--- config.mk ---
export PLATFORM = sky130hd
export DESIGN_NAME = lenet_mac_top
export DESIGN_NICKNAME = d
export VERILOG_FILES = /design/src/lenet_cfg_pkg.sv /design/src/axil_map_pkg.sv /design/src/approx_mul8x8.sv /design/src/tap_bank.sv /design/src/tap_counter.sv /design/src/conv_fsm.sv /design/src/mac_datapath.sv /design/src/axil_regs.sv /design/src/lenet_mac_top.sv
export SDC_FILE = /design/constraint.sdc
export NUM_CORES = 1
export LEC_CHECK = 0
export BUFFER_PORTS_ARGS = -buffer_cell sky130_fd_sc_hd__clkbuf_2
export CAP_MARGIN = 30
export CORE_MARGIN = 2
export CORE_UTILIZATION = 45
export DETAILED_ROUTE_END_ITERATION = 10
export PLACE_DENSITY = 0.68
export SKIP_CTS_REPAIR_TIMING = 1
export SLEW_MARGIN = 20
export SYNTH_ARGS = -nofsm -noshare
export SYNTH_HDL_FRONTEND = slang
export SYNTH_SLANG_ARGS = --single-unit
--- constraint.sdc ---
create_clock -name clk -period 4.5 [get_ports clk]
set_input_delay 0.225 -clock clk [delete_from_list [all_inputs] [get_ports clk]]
set_output_delay 0.225 -clock clk [all_outputs]
set_load 0.01 [all_outputs]
--- src/lenet_cfg_pkg.sv ---
package lenet_cfg_pkg;

    // ~~~~~~~~~~~~~~~~~~~~~~~~~~~~~~~~~~~~~~~~~~~~~~~~
    // arithmetic sizes
    // ~~~~~~~~~~~~~~~~~~~~~~~~~~~~~~~~~~~~~~~~~~~~~~~~
    localparam int OPND_W      = 8;                     // weight or pixel.
    localparam int PROD_W      = 2 * OPND_W;            // full 8x8 product.

    localparam int KERNEL_TAPS = 25;                    // 5x5 window.
    localparam int TAP_W       = $clog2(KERNEL_TAPS);   // 5 bits.

    // 25 * 255 * 255 = 1625625 < 2**21.
    localparam int ACC_W       = PROD_W + 5;

    typedef logic [OPND_W-1:0] opnd_t;
    typedef logic [PROD_W-1:0] prod_t;
    typedef logic [ACC_W-1:0]  acc_t;
    typedef logic [TAP_W-1:0]  tap_t;

endpackage

--- src/axil_map_pkg.sv ---
package axil_map_pkg;

    // ~~~~~~~~~~~~~~~~~~~~~~~~~~~~~~~~~~~~~~~~~~~~~~~~
    // bus widths
    // ~~~~~~~~~~~~~~~~~~~~~~~~~~~~~~~~~~~~~~~~~~~~~~~~
    localparam int AXI_ADDR_W = 12;
    localparam int AXI_DATA_W = 32;
    localparam int AXI_STRB_W = AXI_DATA_W / 8;

    // ~~~~~~~~~~~~~~~~~~~~~~~~~~~~~~~~~~~~~~~~~~~~~~~~
    // register map
    // ~~~~~~~~~~~~~~~~~~~~~~~~~~~~~~~~~~~~~~~~~~~~~~~~
    localparam logic [AXI_ADDR_W-1:0] REG_CTRL    = 12'h000;    // bit 0 start, write only.
    localparam logic [AXI_ADDR_W-1:0] REG_STATUS  = 12'h004;    // bit 0 busy, bit 1 done.
    localparam logic [AXI_ADDR_W-1:0] REG_RESULT  = 12'h008;    // read only.
    localparam logic [AXI_ADDR_W-1:0] WEIGHT_BASE = 12'h100;    // 25 words, stride 4.
    localparam logic [AXI_ADDR_W-1:0] PIXEL_BASE  = 12'h200;    // 25 words, stride 4.

    localparam logic [1:0] RESP_OKAY   = 2'b00;
    localparam logic [1:0] RESP_SLVERR = 2'b10;

endpackage

--- src/approx_mul8x8.sv ---
`timescale 1ns/1ps

module approx_mul8x8
    import lenet_cfg_pkg::*;
(
    input  opnd_t x,
    input  opnd_t y,
    output prod_t z
);

    localparam int CW = 13;     // correction word width.
    localparam int NC = 6;      // number of correction words.

    opnd_t         pp   [OPND_W];
    logic [CW-1:0] corr [NC];

    // one partial product row per bit of x.
    always_comb begin
        for (int i = 0; i < OPND_W; i++) begin
            pp[i] = y & {OPND_W{x[i]}};
        end
    end

    // ~~~~~~~~~~~~~~~~~~~~~~~~~~~~~~~~~~~~~~~~~~~~~~~~
    // lower six rows, folded pairwise into sparse words
    // ~~~~~~~~~~~~~~~~~~~~~~~~~~~~~~~~~~~~~~~~~~~~~~~~
    always_comb begin
        for (int k = 0; k < NC; k++) begin
            corr[k] = '0;
        end

        // rows 0 and 1.
        corr[0][3]  = pp[0][3] & pp[1][2];
        corr[0][8]  = pp[1][7];

        // rows 2 and 3.
        corr[0][6]  = pp[2][3] ^ pp[3][2];
        corr[1][6]  = pp[2][4] | pp[3][3];
        corr[2][6]  = pp[2][4] ^ pp[3][3];
        corr[0][9]  = pp[2][6] & pp[3][5];
        corr[1][9]  = pp[2][6] | pp[3][5];
        corr[2][9]  = pp[2][7] & pp[3][6];
        corr[3][9]  = pp[2][7] | pp[3][6];
        corr[0][10] = pp[3][7];

        // rows 4 and 5.
        corr[0][5]  = pp[4][1] & pp[5][0];
        corr[0][7]  = pp[4][2] | pp[5][1];
        corr[1][8]  = pp[4][3] | pp[5][2];
        corr[2][8]  = pp[4][4] | pp[5][3];
        corr[4][9]  = pp[4][5] & pp[5][4];
        corr[5][9]  = pp[4][5] | pp[5][4];
        corr[0][11] = pp[4][6] & pp[5][5];
        corr[1][10] = pp[4][6] ^ pp[5][5];
        corr[0][12] = pp[4][7] & pp[5][6];
        corr[1][11] = pp[4][7] ^ pp[5][6];
        corr[1][12] = pp[5][7];
    end

    // top two rows stay exact.
    always_comb begin
        z = prod_t'({pp[6], 6'b0}) + prod_t'({pp[7], 7'b0});
        for (int k = 0; k < NC; k++) begin
            z = z + prod_t'(corr[k]);
        end
    end

endmodule

--- src/tap_bank.sv ---
`timescale 1ns/1ps

module tap_bank
    import lenet_cfg_pkg::*;
(
    input  logic  clk,
    input  logic  we,
    input  tap_t  waddr,
    input  opnd_t wdata,
    input  tap_t  raddr,
    output opnd_t rdata
);

    opnd_t mem [KERNEL_TAPS];

    always_ff @(posedge clk) begin
        if (we) begin
            mem[waddr] <= wdata;
        end
    end

    // one cycle read latency.
    always_ff @(posedge clk) begin
        rdata <= mem[raddr];
    end

    a_waddr_range: assert property (@(posedge clk)
        we |-> waddr < tap_t'(KERNEL_TAPS));

endmodule

--- src/tap_counter.sv ---
`timescale 1ns/1ps

module tap_counter
    import lenet_cfg_pkg::*;
(
    input  logic clk,
    input  logic rst,
    input  logic clear,
    input  logic step,
    output tap_t tap,
    output logic last
);

    assign last = (tap == tap_t'(KERNEL_TAPS - 1));

    always_ff @(posedge clk) begin
        if (rst || clear) begin
            tap <= '0;
        end else if (step) begin
            tap <= last ? '0 : tap + 1'b1;  // wrap after tap 24.
        end
    end

    a_tap_range: assert property (@(posedge clk) disable iff (rst)
        tap < tap_t'(KERNEL_TAPS));

endmodule

--- src/conv_fsm.sv ---
`timescale 1ns/1ps

module conv_fsm (
    input  logic clk,
    input  logic rst,
    input  logic start,
    input  logic last,
    output logic busy,
    output logic done,
    output logic step,
    output logic cnt_clear,
    output logic acc_clear,
    output logic prod_valid,
    output logic acc_en
);

    typedef enum logic [1:0] {
        IDLE,
        RUN,
        DRAIN,
        DONE
    } state_t;

    state_t state;
    state_t state_nxt;
    logic   launch;

    assign launch    = start && ((state == IDLE) || (state == DONE));
    assign busy      = (state == RUN) || (state == DRAIN);
    assign done      = (state == DONE);
    assign step      = (state == RUN);     // one tap per cycle.
    assign cnt_clear = launch;
    assign acc_clear = launch;

    always_comb begin
        state_nxt = state;
        case (state)
            IDLE, DONE: if (launch) state_nxt = RUN;
            RUN:        if (last) state_nxt = DRAIN;
            DRAIN:      if (!prod_valid) state_nxt = DONE;  // last product now in acc stage.
            default:    state_nxt = IDLE;
        endcase
    end

    always_ff @(posedge clk) begin
        if (rst) begin
            state      <= IDLE;
            prod_valid <= 1'b0;
            acc_en     <= 1'b0;
        end else begin
            state      <= state_nxt;
            prod_valid <= step;         // bank read stage.
            acc_en     <= prod_valid;   // product register stage.
        end
    end

endmodule

--- src/mac_datapath.sv ---
`timescale 1ns/1ps

module mac_datapath
    import lenet_cfg_pkg::*;
(
    input  logic  clk,
    input  logic  rst,
    input  logic  acc_clear,
    input  logic  prod_valid,
    input  logic  acc_en,
    input  opnd_t weight,
    input  opnd_t pixel,
    output acc_t  acc
);

    prod_t          prod_c;
    prod_t          prod_q;
    logic [ACC_W:0] sum_ext;

    // rows gated by pixel bits, so pixels with zero low bits multiply exactly.
    approx_mul8x8 u_mul (
        .x (pixel),
        .y (weight),
        .z (prod_c)
    );

    always_ff @(posedge clk) begin
        if (prod_valid) begin
            prod_q <= prod_c;
        end
    end

    assign sum_ext = {1'b0, acc} + (ACC_W + 1)'(prod_q);   // carry bit kept for check.

    always_ff @(posedge clk) begin
        if (rst) begin
            acc <= '0;
        end else if (acc_clear) begin
            acc <= '0;
        end else if (acc_en) begin
            acc <= sum_ext[ACC_W-1:0];
        end
    end

    a_acc_no_wrap: assert property (@(posedge clk) disable iff (rst)
        acc_en |-> !sum_ext[ACC_W]);

endmodule

--- src/axil_regs.sv ---
`timescale 1ns/1ps

module axil_regs
    import lenet_cfg_pkg::*;
    import axil_map_pkg::*;
(
    input  logic                  clk,
    input  logic                  rst,
    input  logic [AXI_ADDR_W-1:0] awaddr,
    input  logic                  awvalid,
    output logic                  awready,
    input  logic [AXI_DATA_W-1:0] wdata,
    input  logic [AXI_STRB_W-1:0] wstrb,
    input  logic                  wvalid,
    output logic                  wready,
    output logic [1:0]            bresp,
    output logic                  bvalid,
    input  logic                  bready,
    input  logic [AXI_ADDR_W-1:0] araddr,
    input  logic                  arvalid,
    output logic                  arready,
    output logic [AXI_DATA_W-1:0] rdata,
    output logic [1:0]            rresp,
    output logic                  rvalid,
    input  logic                  rready,
    output logic                  weight_we,
    output logic                  pixel_we,
    output tap_t                  bank_waddr,
    output opnd_t                 bank_wdata,
    output logic                  start,
    input  logic                  busy,
    input  logic                  done,
    input  acc_t                  acc
);

    function automatic logic in_bank(logic [AXI_ADDR_W-1:0] addr,
                                     logic [AXI_ADDR_W-1:0] base);
        return (addr >= base) && (addr < base + AXI_ADDR_W'(4 * KERNEL_TAPS))
            && (addr[1:0] == 2'b00);
    endfunction

    function automatic tap_t bank_index(logic [AXI_ADDR_W-1:0] addr,
                                        logic [AXI_ADDR_W-1:0] base);
        logic [AXI_ADDR_W-1:0] off;
        off = addr - base;
        return off[2 +: TAP_W];
    endfunction

    logic                  wr_accept;
    logic                  rd_accept;
    logic                  wr_ctrl;
    logic                  wr_weight;
    logic                  wr_pixel;
    logic                  wr_bank_ok;
    logic [AXI_DATA_W-1:0] rd_data_c;
    logic [1:0]            rd_resp_c;

    // ~~~~~~~~~~~~~~~~~~~~~~~~~~~~~~~~~~~~~~~~~~~~~~~~
    // write path
    // ~~~~~~~~~~~~~~~~~~~~~~~~~~~~~~~~~~~~~~~~~~~~~~~~
    assign wr_accept  = awvalid && wvalid && !bvalid;   // held off while b pending.
    assign awready    = wr_accept;
    assign wready     = wr_accept;

    assign wr_ctrl    = (awaddr == REG_CTRL);
    assign wr_weight  = in_bank(awaddr, WEIGHT_BASE);
    assign wr_pixel   = in_bank(awaddr, PIXEL_BASE);
    assign wr_bank_ok = (wr_weight || wr_pixel) && !busy;

    always_ff @(posedge clk) begin
        if (rst) begin
            bvalid    <= 1'b0;
            weight_we <= 1'b0;
            pixel_we  <= 1'b0;
            start     <= 1'b0;
        end else begin
            weight_we <= wr_accept && wr_weight && !busy && wstrb[0];
            pixel_we  <= wr_accept && wr_pixel && !busy && wstrb[0];
            start     <= wr_accept && wr_ctrl && wstrb[0] && wdata[0] && !busy;
            if (wr_accept) begin
                bvalid <= 1'b1;
            end else if (bready) begin
                bvalid <= 1'b0;
            end
        end
    end

    always_ff @(posedge clk) begin
        if (wr_accept) begin
            bank_waddr <= bank_index(awaddr, wr_weight ? WEIGHT_BASE : PIXEL_BASE);
            bank_wdata <= wdata[OPND_W-1:0];
            bresp      <= (wr_ctrl || wr_bank_ok) ? RESP_OKAY : RESP_SLVERR;
        end
    end

    // ~~~~~~~~~~~~~~~~~~~~~~~~~~~~~~~~~~~~~~~~~~~~~~~~
    // read path
    // ~~~~~~~~~~~~~~~~~~~~~~~~~~~~~~~~~~~~~~~~~~~~~~~~
    assign rd_accept = arvalid && !rvalid;
    assign arready   = rd_accept;

    always_comb begin
        rd_data_c = '0;
        rd_resp_c = RESP_SLVERR;   // banks and ctrl are not readable.
        case (araddr)
            REG_STATUS: begin
                rd_data_c = AXI_DATA_W'({done, busy});
                rd_resp_c = RESP_OKAY;
            end
            REG_RESULT: begin
                rd_data_c = AXI_DATA_W'(acc);
                rd_resp_c = RESP_OKAY;
            end
            default: ;
        endcase
    end

    always_ff @(posedge clk) begin
        if (rst) begin
            rvalid <= 1'b0;
        end else if (rd_accept) begin
            rvalid <= 1'b1;
        end else if (rready) begin
            rvalid <= 1'b0;
        end
    end

    always_ff @(posedge clk) begin
        if (rd_accept) begin
            rdata <= rd_data_c;
            rresp <= rd_resp_c;
        end
    end

    a_b_hold: assert property (@(posedge clk) disable iff (rst)
        bvalid && !bready |=> bvalid && $stable(bresp));

    a_r_hold: assert property (@(posedge clk) disable iff (rst)
        rvalid && !rready |=> rvalid && $stable(rdata) && $stable(rresp));

endmodule

--- src/lenet_mac_top.sv ---
`timescale 1ns/1ps

module lenet_mac_top
    import lenet_cfg_pkg::*;
    import axil_map_pkg::*;
(
    input  logic                  clk,
    input  logic                  rst,
    input  logic [AXI_ADDR_W-1:0] awaddr,
    input  logic                  awvalid,
    output logic                  awready,
    input  logic [AXI_DATA_W-1:0] wdata,
    input  logic [AXI_STRB_W-1:0] wstrb,
    input  logic                  wvalid,
    output logic                  wready,
    output logic [1:0]            bresp,
    output logic                  bvalid,
    input  logic                  bready,
    input  logic [AXI_ADDR_W-1:0] araddr,
    input  logic                  arvalid,
    output logic                  arready,
    output logic [AXI_DATA_W-1:0] rdata,
    output logic [1:0]            rresp,
    output logic                  rvalid,
    input  logic                  rready
);

    logic  weight_we;
    logic  pixel_we;
    tap_t  bank_waddr;
    opnd_t bank_wdata;
    logic  start;
    logic  busy;
    logic  done;
    acc_t  acc;
    tap_t  tap;
    logic  last;
    logic  step;
    logic  cnt_clear;
    logic  acc_clear;
    logic  prod_valid;
    logic  acc_en;
    opnd_t weight_q;
    opnd_t pixel_q;

    axil_regs u_regs (
        .clk        (clk),
        .rst        (rst),
        .awaddr     (awaddr),
        .awvalid    (awvalid),
        .awready    (awready),
        .wdata      (wdata),
        .wstrb      (wstrb),
        .wvalid     (wvalid),
        .wready     (wready),
        .bresp      (bresp),
        .bvalid     (bvalid),
        .bready     (bready),
        .araddr     (araddr),
        .arvalid    (arvalid),
        .arready    (arready),
        .rdata      (rdata),
        .rresp      (rresp),
        .rvalid     (rvalid),
        .rready     (rready),
        .weight_we  (weight_we),
        .pixel_we   (pixel_we),
        .bank_waddr (bank_waddr),
        .bank_wdata (bank_wdata),
        .start      (start),
        .busy       (busy),
        .done       (done),
        .acc        (acc)
    );

    // ~~~~~~~~~~~~~~~~~~~~~~~~~~~~~~~~~~~~~~~~~~~~~~~~
    // operand banks, both read at the current tap
    // ~~~~~~~~~~~~~~~~~~~~~~~~~~~~~~~~~~~~~~~~~~~~~~~~
    tap_bank u_weight_bank (
        .clk   (clk),
        .we    (weight_we),
        .waddr (bank_waddr),
        .wdata (bank_wdata),
        .raddr (tap),
        .rdata (weight_q)
    );

    tap_bank u_pixel_bank (
        .clk   (clk),
        .we    (pixel_we),
        .waddr (bank_waddr),
        .wdata (bank_wdata),
        .raddr (tap),
        .rdata (pixel_q)
    );

    tap_counter u_tap_cnt (
        .clk   (clk),
        .rst   (rst),
        .clear (cnt_clear),
        .step  (step),
        .tap   (tap),
        .last  (last)
    );

    conv_fsm u_fsm (
        .clk        (clk),
        .rst        (rst),
        .start      (start),
        .last       (last),
        .busy       (busy),
        .done       (done),
        .step       (step),
        .cnt_clear  (cnt_clear),
        .acc_clear  (acc_clear),
        .prod_valid (prod_valid),
        .acc_en     (acc_en)
    );

    mac_datapath u_mac (
        .clk        (clk),
        .rst        (rst),
        .acc_clear  (acc_clear),
        .prod_valid (prod_valid),
        .acc_en     (acc_en),
        .weight     (weight_q),
        .pixel      (pixel_q),
        .acc        (acc)
    );

endmodule

==> flow_summary_export.csv, run 1 <==
group,metric,value,unit
clocking,cts-buffers-inserted,48,
flow_run,cap_violations,0,
global_routing,initial_antenna_violation_count,1,
drt,antenna_violating_nets_post_route,0,
synthesis,synth_edf_count,447,
pwr,finalPower,0.0119,W
global_routing,track_usage,18.3,%
global_routing,wire_length_of_the_first_global_routing_pass,64900,microns
pwr,max-vdd-ir-drop,0.358,mV
sta,final_period_minus_worst_setup_slack,4.35,ns
drt,firstDrtPassIters,6,
layout,fin_nets,1438,
layout,layout-drive-gt1-share,20.8,%
synthesis,synthXorXnorAreaFrac,0.507,%
synthesis,yosys.area_share.simple,6.82,%
floorplanning,start_util,45.6,%
global_routing,grt_overflow_total,0,
layout,fillerInstances,3677,
synthesis,post_synth_fa_ha_maj_area_fraction,4.49,%
drt,num_vias,10882,
drt,drt-wirelength-per-cell,22.0,microns
floorplanning,die_w,219,microns
floorplanning,fp-row-count,78,
layout,final_core_utilization,52.0,%
setup_path,worstPathMaxFanout,6,
drt,postRouteWirelength,42800,microns
placed_design,port_buffers,66,
synthesis,mappedNetlistArea,20700,sq um
drt,drtIter0Drc,975,
pwr,power_density,503,nW/um^2
outcome,run_status,"finished, final reports clean",
synthesis,syn_area_per_cell,17.3,sq um
synthesis,synth_cells,1200,
synthesis,synth-warning-count,0,
sta,final-max-slew-violation-count,0,
floorplanning,top_level_port_count,108,
synthesis,synth_seq_area_share,69.4,%
floorplanning,die_area,47800,sq um
drt,drcViolationCount,0,
sta,final-setup-viol-count,0,
synthesis,postSynthRegisterBits,495,
layout,multi_input_gate_area_in_the_final_layout,5980,sq um
clocking,clock-root-buffer,"clkbuf_16",
sta,hold_ws,0.0189,ns
setup_path,startpoint_type,"register",
placed_design,place.gp.congestion,0.829,
sta,max_slew_margin,36.6,%
synthesis,dominant_combinational_cell_family_by_area_after_synthesis,"multiplexers",
drt,route.detailed.vias_per_inst,5.59,
setup_path,end_kind,"register",
sta,hold_viol,0,
sta,tns,0,ns
setup_path,worstPathArrival,4.67,ns
clocking,cts_buffer_depth,3,
setup_path,criticalPathCategory,"reg -> reg",
floorplanning,chipHeight,219,microns
sta,skew,0.0239,ns
synthesis,netlist-cell-type-count,60,
setup_path,required_arrival_time_at_the_worst_endpoint,4.82,ns
global_routing,grt_max_degree,51,
floorplanning,core_area,45500,sq um
synthesis,synth_compound_area_share,3.38,%
synthesis,ys_flop_type,"edfxtp_1",
placed_design,dpl-instance-area,21700,sq um
sta,worst_pin_slew,0.950,ns
global_routing,grt_pass1_vias,11136,
worst_hold_path,hold_path_class,"in -> reg",
layout,sequential_standard_cell_area,14400,sq um
placed_design,dp_hpwl,26800,microns
sta,fmaxAchievable,230,MHz
layout,area.growth.synth_to_final,14.0,%
layout,antennaDiodeCount,0,
clocking,cts.reportedPaths.clkPinSlew,0.06,ns
clocking,htree_num_levels,2,
pwr,leakage,7.90,nW
synthesis,async_flop_share,0,%
clocking,cts_tree,"built",
layout,final_area,23600,sq um
clocking,cts.sinks,495,
sta,timing.final.crit_share,96.6,%
clocking,clk-insertion-delay-late,0.59,ns
synthesis,yosys-mux-area-fraction,13.4,%
layer usage:
metal | global-route usage (%) | vias up | wire (microns) | share of wire [%]
met5 | 0 | - | 0 | 0
met3 | 3.41 | 85 | 2510 | 5.9
met2 | 30.8 | 330 | 21600 | 50
met1 | 23.3 | 5551 | 17200 | 40
li1 | - | 4916 | - | -
met4 | 7.68 | 0 | 1530 | 3.6
synthesized netlist by cell type, drive strengths merged, types with 16 or more instances:
library cell | n | area share, %
ha | 44 | 2.7
mux4 | 100 | 11
dfxtp | 48 | 4.6
a21oi | 20 | 0.48
nand3 | 16 | 0.39
edfxtp | 447 | 65
and2 | 42 | 1.3
inv | 23 | 0.42
nor2 | 100 | 1.8
fa | 19 | 1.8
mux2i | 46 | 2.2
clkbuf | 24 | 0.43
nand2 | 64 | 1.2
buf | 42 | 1.2
flip-flops by register name, indices dropped and copies added, names as in the netlist, 2 cells and up:
| signal | count |
|---|---|
| u_regs.bank_wdata | 8 |
| u_regs.bank_waddr | 5 |
| u_pixel_bank.rdata | 8 |
| u_fsm.state | 2 |
| u_weight_bank.mem | 200 |
| u_weight_bank.rdata | 8 |
| u_mac.acc | 18 |
| u_tap_cnt.tap | 5 |
| u_regs.rdata | 20 |
| u_mac.prod_q | 12 |
| u_pixel_bank.mem | 200 |
area by class of cell:
type,count,share of cell area [%]
multi-input cells,629,25.3
well taps,600,3.18
clock inverters,38,1.76
inverters,23,0.365
flip-flops and latches,495,60.9
clock buffers,52,5.24
repair buffers,111,3.27
metrics by stage:
stage	setup slack, ns	std cells
final	0.153	1948
after global routing	-0.00323	1948
after CTS	0.0911	1925
after detailed placement	0.0948	1835
after global placement	0.169	1832
after floorplan	0.316	1213
cell usage in the layout, fill, tap and decap left out, drive strengths merged, types with 23 or more instances in the layout:
cell type	Yosys	layout
and2	42	42
buf	42	23
clkbuf	24	118
clkinv	0	25
dfxtp	48	48
edfxtp	447	447
ha	44	44
inv	23	23
mux2i	46	46
mux4	100	100
nand2	64	64
nor2	100	100
cell families after synthesis:
| logic type | Yosys count |
|---|---|
| adder cells (fa/ha/maj) | 63 |
| XOR/XNOR | 12 |
| buffers and inverters | 89 |
| AO/OA/AOI/OAI | 100 |
| other | 1 |
| multiplexers | 151 |
| AND/OR/NAND/NOR | 289 |
| flip-flops | 495 |
where the power goes:
part / switching [W] / internal [W] / leakage, nW
clock: 0.00172 / 0.00241 / 0.793
combinational: 0.00127 / 0.00113 / 2.67
sequential: 0.000132 / 0.00521 / 4.44
worst max-delay path, cell delays in order, from the launching register on:
cell and delay [ns]:
dfxtp_1 0.35, and2_1 0.18, ha_1 0.31, fa_1 0.47
fa_1 0.52, fa_1 0.53, fa_1 0.56, fa_1 0.47
a21o_1 0.21, a21oi_2 0.17, o21bai_1 0.08, a21oi_1 0.17
xnor2_1 0.08
worst paths after layout:
path / from / depth (start not counted) / slack, ns / to
setup / recovery: u_weight_bank.rdata[6] / 12 / 0.15 / u_mac.prod_q[15]
hold / removal: awaddr[7] / 3 / 0.02 / u_regs.bresp[1]
setup reg to reg: u_weight_bank.rdata[6] / 12 / 0.15 / u_mac.prod_q[15]
hold reg to reg: u_mac.acc[19] / 2 / 0.49 / u_mac.acc[19]
Power figures use the tool's default switching activity.
==> inputs of run 2 (changes only) <==
--- a/config.mk
+++ b/config.mk
@@ -9,6 +9,7 @@
 export CAP_MARGIN = 30
 export CORE_MARGIN = 2
 export CORE_UTILIZATION = 45
+export CTS_BUF_LIST = sky130_fd_sc_hd__clkbuf_4
 export DETAILED_ROUTE_END_ITERATION = 10
 export PLACE_DENSITY = 0.68
 export SKIP_CTS_REPAIR_TIMING = 1
==> run 2 against run 1 <==
Effect of this change:
- worst setup slack gained 0.057 ns
- power down 4.9%
- clock skew grew 0.053 ns
- cell area fell by 0.33%
- sequential share of layout area is 0.20 points higher
- utilization decreased by 0.17 points
- maximum frequency grew 1.3%
- die area is the same
- cell count is 6.3% higher
- combinational power is essentially flat
- sequential cell count unchanged
- via count rose by 4.3%
- critical endpoint unchanged
==> flow_summary_export.csv, run 2 (synthesis gave the netlist of run 1 again) <==
group,metric,value,unit
pwr,power_density,480,nW/um^2
floorplanning,top_level_port_count,108,
pwr,leakage,8.04,nW
pwr,finalPower,0.0113,W
layout,fin_nets,1515,
floorplanning,fp-row-count,78,
floorplanning,chipHeight,219,microns
drt,drcViolationCount,0,
global_routing,initial_antenna_violation_count,2,
sta,tns,0,ns
flow_run,cap_violations,0,
worst_hold_path,hold_depth,2,
global_routing,grt_pass1_vias,11635,
setup_path,worst_r2r_path_depth,12,
placed_design,placed_instances,1835,
layout,most_common_library_cell_in_the_layout_ignoring_fill_and_taps,"edfxtp_1",
sta,skew,0.0771,ns
layout,final-instance-count-excl-fill,2071,
sta,hold_ws,0.103,ns
outcome,run_status,"finished, final reports clean",
floorplanning,die_area,47800,sq um
drt,postRouteWirelength,43100,microns
clocking,cts-buffers-inserted,117,
setup_path,worstPathArrival,4.89,ns
floorplanning,core_area,45500,sq um
drt,drt-wirelength-per-cell,20.8,microns
layout,area.growth.synth_to_final,13.6,%
clocking,cts.reportedPaths.clkPinSlew,0.07,ns
placed_design,dp_hpwl,26800,microns
drt,route.detailed.vias_per_inst,5.48,
sta,fmaxAchievable,233,MHz
global_routing,track_usage,18.4,%
clocking,cts_buffer_depth,3,
drt,drtIter0Drc,908,
clocking,clock-root-buffer,"clkbuf_4",
layout,multi_input_gate_area_in_the_final_layout,5980,sq um
worst_hold_path,hold_path_class,"in -> reg",
layout,sequential_standard_cell_area,14400,sq um
sta,worst_pin_slew,0.939,ns
sta,max_slew_margin,37.4,%
layout,layout_common_cells,"447 x edfxtp_1, 180 x clkbuf_4, 100 x mux4_2, 100 x nor2_1, 66 x clkbuf_2",
layout,fillerInstances,3771,
sta,grt_setup_unrepaired,"no",
setup_path,criticalPathCategory,"reg -> reg",
drt,antenna_violating_nets_post_route,0,
sta,timing.final.crit_share,95.3,%
sta,final_period_minus_worst_setup_slack,4.29,ns
setup_path,required_arrival_time_at_the_worst_endpoint,5.10,ns
sta,final-max-slew-violation-count,0,
drt,firstDrtPassIters,5,
setup_path,startpoint_type,"register",
global_routing,grt_max_degree,51,
sta,hold_viol,0,
clocking,htree_num_levels,3,
clocking,clk-insertion-delay-late,0.85,ns
clocking,cts.sinks,495,
clocking,cts_tree,"built",
sta,final-setup-viol-count,0,
global_routing,grt_overflow_total,0,
layout,biggestRegsByFlops,"u_pixel_bank.mem (200), u_weight_bank.mem (200), u_regs.rdata (20)",
floorplanning,start_util,45.6,%
placed_design,port_buffers,66,
drt,num_vias,11346,
setup_path,end_kind,"register",
placed_design,place.gp.congestion,0.829,
setup_path,worstPathMaxFanout,6,
floorplanning,die_w,219,microns
global_routing,wire_length_of_the_first_global_routing_pass,65600,microns
layout,layout-drive-gt1-share,26.6,%
pwr,max-vdd-ir-drop,0.369,mV
run 2: cell types whose count changed in the layout (fill, tap and decap cells not counted), moves of 3 or more:
cell and change:
dlygate4sd3_1 +9, clkbuf_1 -3, clkbuf_4 +180, bufinv_16 -6, clkbuf_16 -49, clkinvlp_4 -4
clkinv_2 -8, clkinv_1 +4
run 2: worst max-delay path, stage by stage, from the launching register on:
cell      delay [ns]
dfxtp_1         0.35
and2_1          0.18
ha_1            0.31
fa_1            0.47
fa_1            0.52
fa_1            0.53
fa_1            0.55
fa_1            0.47
a21o_1          0.21
a21oi_2         0.17
o21bai_1        0.08
a21oi_1         0.17
xnor2_1         0.07
run 2: power by group:
group          internal, W  switching, W  total, W
registers          0.00521      0.000132   0.00534
logic              0.00113       0.00128   0.00241
clock network      0.00187       0.00168   0.00355
total              0.00822       0.00309    0.0113
run 2: layout make-up:
class / count / area share (%)
Antenna cell: 2 / 0.0212
Clock buffer: 180 / 5.74
Clock inverter: 23 / 0.579
Inverter: 23 / 0.367
Multi-Input combinational cell: 629 / 25.4
Sequential cell: 495 / 61.1
Tap cell: 600 / 3.19
Timing Repair Buffer: 119 / 3.63
run 2: final timing paths:
kind / start / endpoint / slack (ns)
setup / recovery: u_weight_bank.rdata[6] / u_mac.prod_q[15] / 0.21
setup reg to reg: u_weight_bank.rdata[6] / u_mac.prod_q[15] / 0.21
hold / removal: wdata[1] / u_regs.bank_wdata[1] / 0.10
hold reg to reg: u_mac.acc[19] / u_mac.acc[19] / 0.49
run 2: stage by stage:
step | utilization, % | setup WS (ns) | area (sq um)
after detailed placement | 47.8 | 0.0948 | 21700
after global placement | 47.7 | 0.169 | 21700
after floorplan | - | 0.316 | 20800
after CTS | 51.1 | 0.153 | 23200
final | 51.8 | 0.210 | 23600
after global routing | 51.8 | 0.0476 | 23600
run 2: layer usage:
layer / vias up / track usage (%) / wire, microns
li1: 5147 / - / -
met1: 5759 / 23.4 / 17500
met2: 361 / 30.7 / 22000
met3: 79 / 4.48 / 2600
met4: 0 / 7.21 / 1110
met5: - / 0 / 0
==> inputs of run 3 (changes only) <==
--- a/config.mk
+++ b/config.mk
@@ -11,6 +11,7 @@
 export CORE_UTILIZATION = 45
 export CTS_BUF_LIST = sky130_fd_sc_hd__clkbuf_4
 export DETAILED_ROUTE_END_ITERATION = 10
+export MAX_ROUTING_LAYER = met4
 export PLACE_DENSITY = 0.68
 export SKIP_CTS_REPAIR_TIMING = 1
 export SLEW_MARGIN = 20
==> run 3 against run 2 <==
Effect of this change:
- via count about the same
- utilization about the same
- sequential power about the same
- clock power about the same
- global-route usage increased by 0.57 points
- worst setup slack about the same
- register-to-register slack about the same
==> flow_summary_export.csv, run 3 (synthesis gave the netlist of run 1 again) <==
group,metric,value,unit
floorplanning,fp-row-count,78,
layout,area.growth.synth_to_final,13.6,%
drt,num_vias,11347,
floorplanning,start_util,45.6,%
floorplanning,core_area,45500,sq um
setup_path,path_common_cell,"fa_1",
pwr,leakage,8.04,nW
pwr,max-vdd-ir-drop,0.371,mV
pwr,net-switching-power,0.00309,W
clocking,htree_num_levels,3,
sta,final_critical_path_setup_slack,0.210,ns
drt,drt-wirelength-per-cell,20.9,microns
floorplanning,die_area,47800,sq um
sta,final-max-slew-violation-count,0,
sta,skew,0.0888,ns
clocking,cts.sinks,495,
pwr,pwr-share-seq,47.3,%
sta,timing.final.crit_share,95.3,%
floorplanning,die_w,219,microns
global_routing,initial_antenna_violation_count,2,
layout,layout_common_cells,"447 x edfxtp_1, 180 x clkbuf_4, 100 x mux4_2, 100 x nor2_1, 66 x clkbuf_2",
layout,fin_nets,1515,
pwr,cellInternalPower,0.00822,W
clocking,clock-root-buffer,"clkbuf_4",
setup_path,required_arrival_time_at_the_worst_endpoint,5.10,ns
drt,antenna_violating_nets_post_route,0,
setup_path,end_kind,"register",
global_routing,wire_length_of_the_first_global_routing_pass,65700,microns
global_routing,grt_overflow_total,0,
drt,drcViolationCount,0,
sta,tns,0,ns
setup_path,worstPathArrival,4.89,ns
setup_path,slowest_stage,"fa_1",
clocking,cts.reportedPaths.clkPinSlew,0.07,ns
pwr,p_comb_share,21.3,%
sta,hold_viol,0,
layout,layout-drive-gt1-share,26.6,%
setup_path,criticalPathCategory,"reg -> reg",
sta,grt_setup_unrepaired,"no",
setup_path,startpoint_type,"register",
drt,postRouteWirelength,43300,microns
setup_path,worstPathMaxFanout,6,
placed_design,port_buffers,66,
sta,final-setup-viol-count,0,
global_routing,grt_pass1_vias,11629,
placed_design,dp_hpwl,26800,microns
clocking,cts_tree,"built",
clocking,cts-buffers-inserted,117,
sta,max_slew_margin,36.9,%
placed_design,dp_worst_setup_slack,0.0948,ns
sta,worst_pin_slew,0.947,ns
setup_path,cp_cell_sequence,"and2_1 > ha_1 > fa_1 > fa_1 > fa_1 > fa_1 > fa_1 > a21o_1 > a21oi_2 > o21bai_1 > a21oi_1 > xnor2_1",
sta,hold_ws,0.0933,ns
drt,firstDrtPassIters,5,
drt,route.detailed.vias_per_inst,5.48,
clocking,clk-insertion-delay-late,0.86,ns
pwr,power_density,480,nW/um^2
sta,fmaxAchievable,233,MHz
global_routing,grt_max_degree,51,
pwr,power.share.clock,31.4,%
outcome,run_status,"finished, final reports clean",
sta,final_period_minus_worst_setup_slack,4.29,ns
floorplanning,chipHeight,219,microns
layout,biggestRegsByFlops,"u_pixel_bank.mem (200), u_weight_bank.mem (200), u_regs.rdata (20)",
layout,most_common_library_cell_in_the_layout_ignoring_fill_and_taps,"edfxtp_1",
worst_hold_path,hold_path_class,"in -> reg",
placed_design,place.gp.congestion,0.841,
clocking,cts_buffer_depth,3,
pwr,netSwitchingFraction,27.3,%
global_routing,track_usage,19.0,%
drt,drtIter0Drc,999,
flow_run,cap_violations,0,
setup_path,critPathMaxStageDelay,0.55,ns
floorplanning,top_level_port_count,108,
run 3: cell types whose count changed in the layout (fill, tap and decap cells not counted):
cell	before	now
diode_2	2	3
run 3: cell type report:
type / instances / area, sq um
flip-flops and latches: 495 / 14400
clock buffers: 180 / 1350
well taps: 600 / 751
multi-input cells: 629 / 5980
clock inverters: 23 / 136
fillers: 3770 / 21900
diodes: 3 / 7.51
repair buffers: 119 / 855
inverters: 23 / 86.3
run 3: worst paths after layout:
path / end / slack [ns] / cells past startpoint / startpoint
max: u_mac.prod_q[15] / 0.21 / 12 / u_weight_bank.rdata[6]
min: u_regs.bank_wdata[3] / 0.09 / 2 / wdata[3]
max reg2reg: u_mac.prod_q[15] / 0.21 / 12 / u_weight_bank.rdata[6]
min reg2reg: u_mac.acc[19] / 0.49 / 2 / u_mac.acc[19]
run 3: power by group through the flow:
stage | sequential [W] | clock, W | combinational [W]
after detailed placement | 0.00545 | 0 | 0.00241
final | 0.00534 | 0.00355 | 0.00241
after global placement | 0.00544 | 0 | 0.00235
after global routing | 0.00536 | 0.00388 | 0.00273
after CTS | 0.00535 | 0.00364 | 0.00242
after floorplan | 0.00540 | 0 | 0.00185
run 3: critical path, delay by kind of cell, from the launching register on:
family	cells	cell delay, ns
xor gates and xnor gates	1	0.07
adders and majority gates	6	2.85
and+or+nand+nor	1	0.18
DFF	1	0.35
AOI/OAI and AO/OA	4	0.63
run 3: through the flow:
stage          cells  cell area, sq um  power, W  utilization, %
5_1_grt         2071             23600    0.0120            51.8
4_1_cts         2038             23200    0.0114            51.1
3_5_place_dp    1835             21700   0.00786            47.8
6_report        2072             23600    0.0113            51.8
2_1_floorplan   1213             20800   0.00726               -
3_3_place_gp    1832             21700   0.00779            47.7
run 3: layer usage:
layer | routed length, microns | track usage (%) | vias up | part of all wire (%)
met5 | 0 | - | - | 0
met4 | 1150 | 7.39 | 0 | 2.7
met3 | 2660 | 4.44 | 80 | 6.2
met2 | 21900 | 30.7 | 391 | 51
met1 | 17500 | 23.4 | 5722 | 40
li1 | - | - | 5154 | -
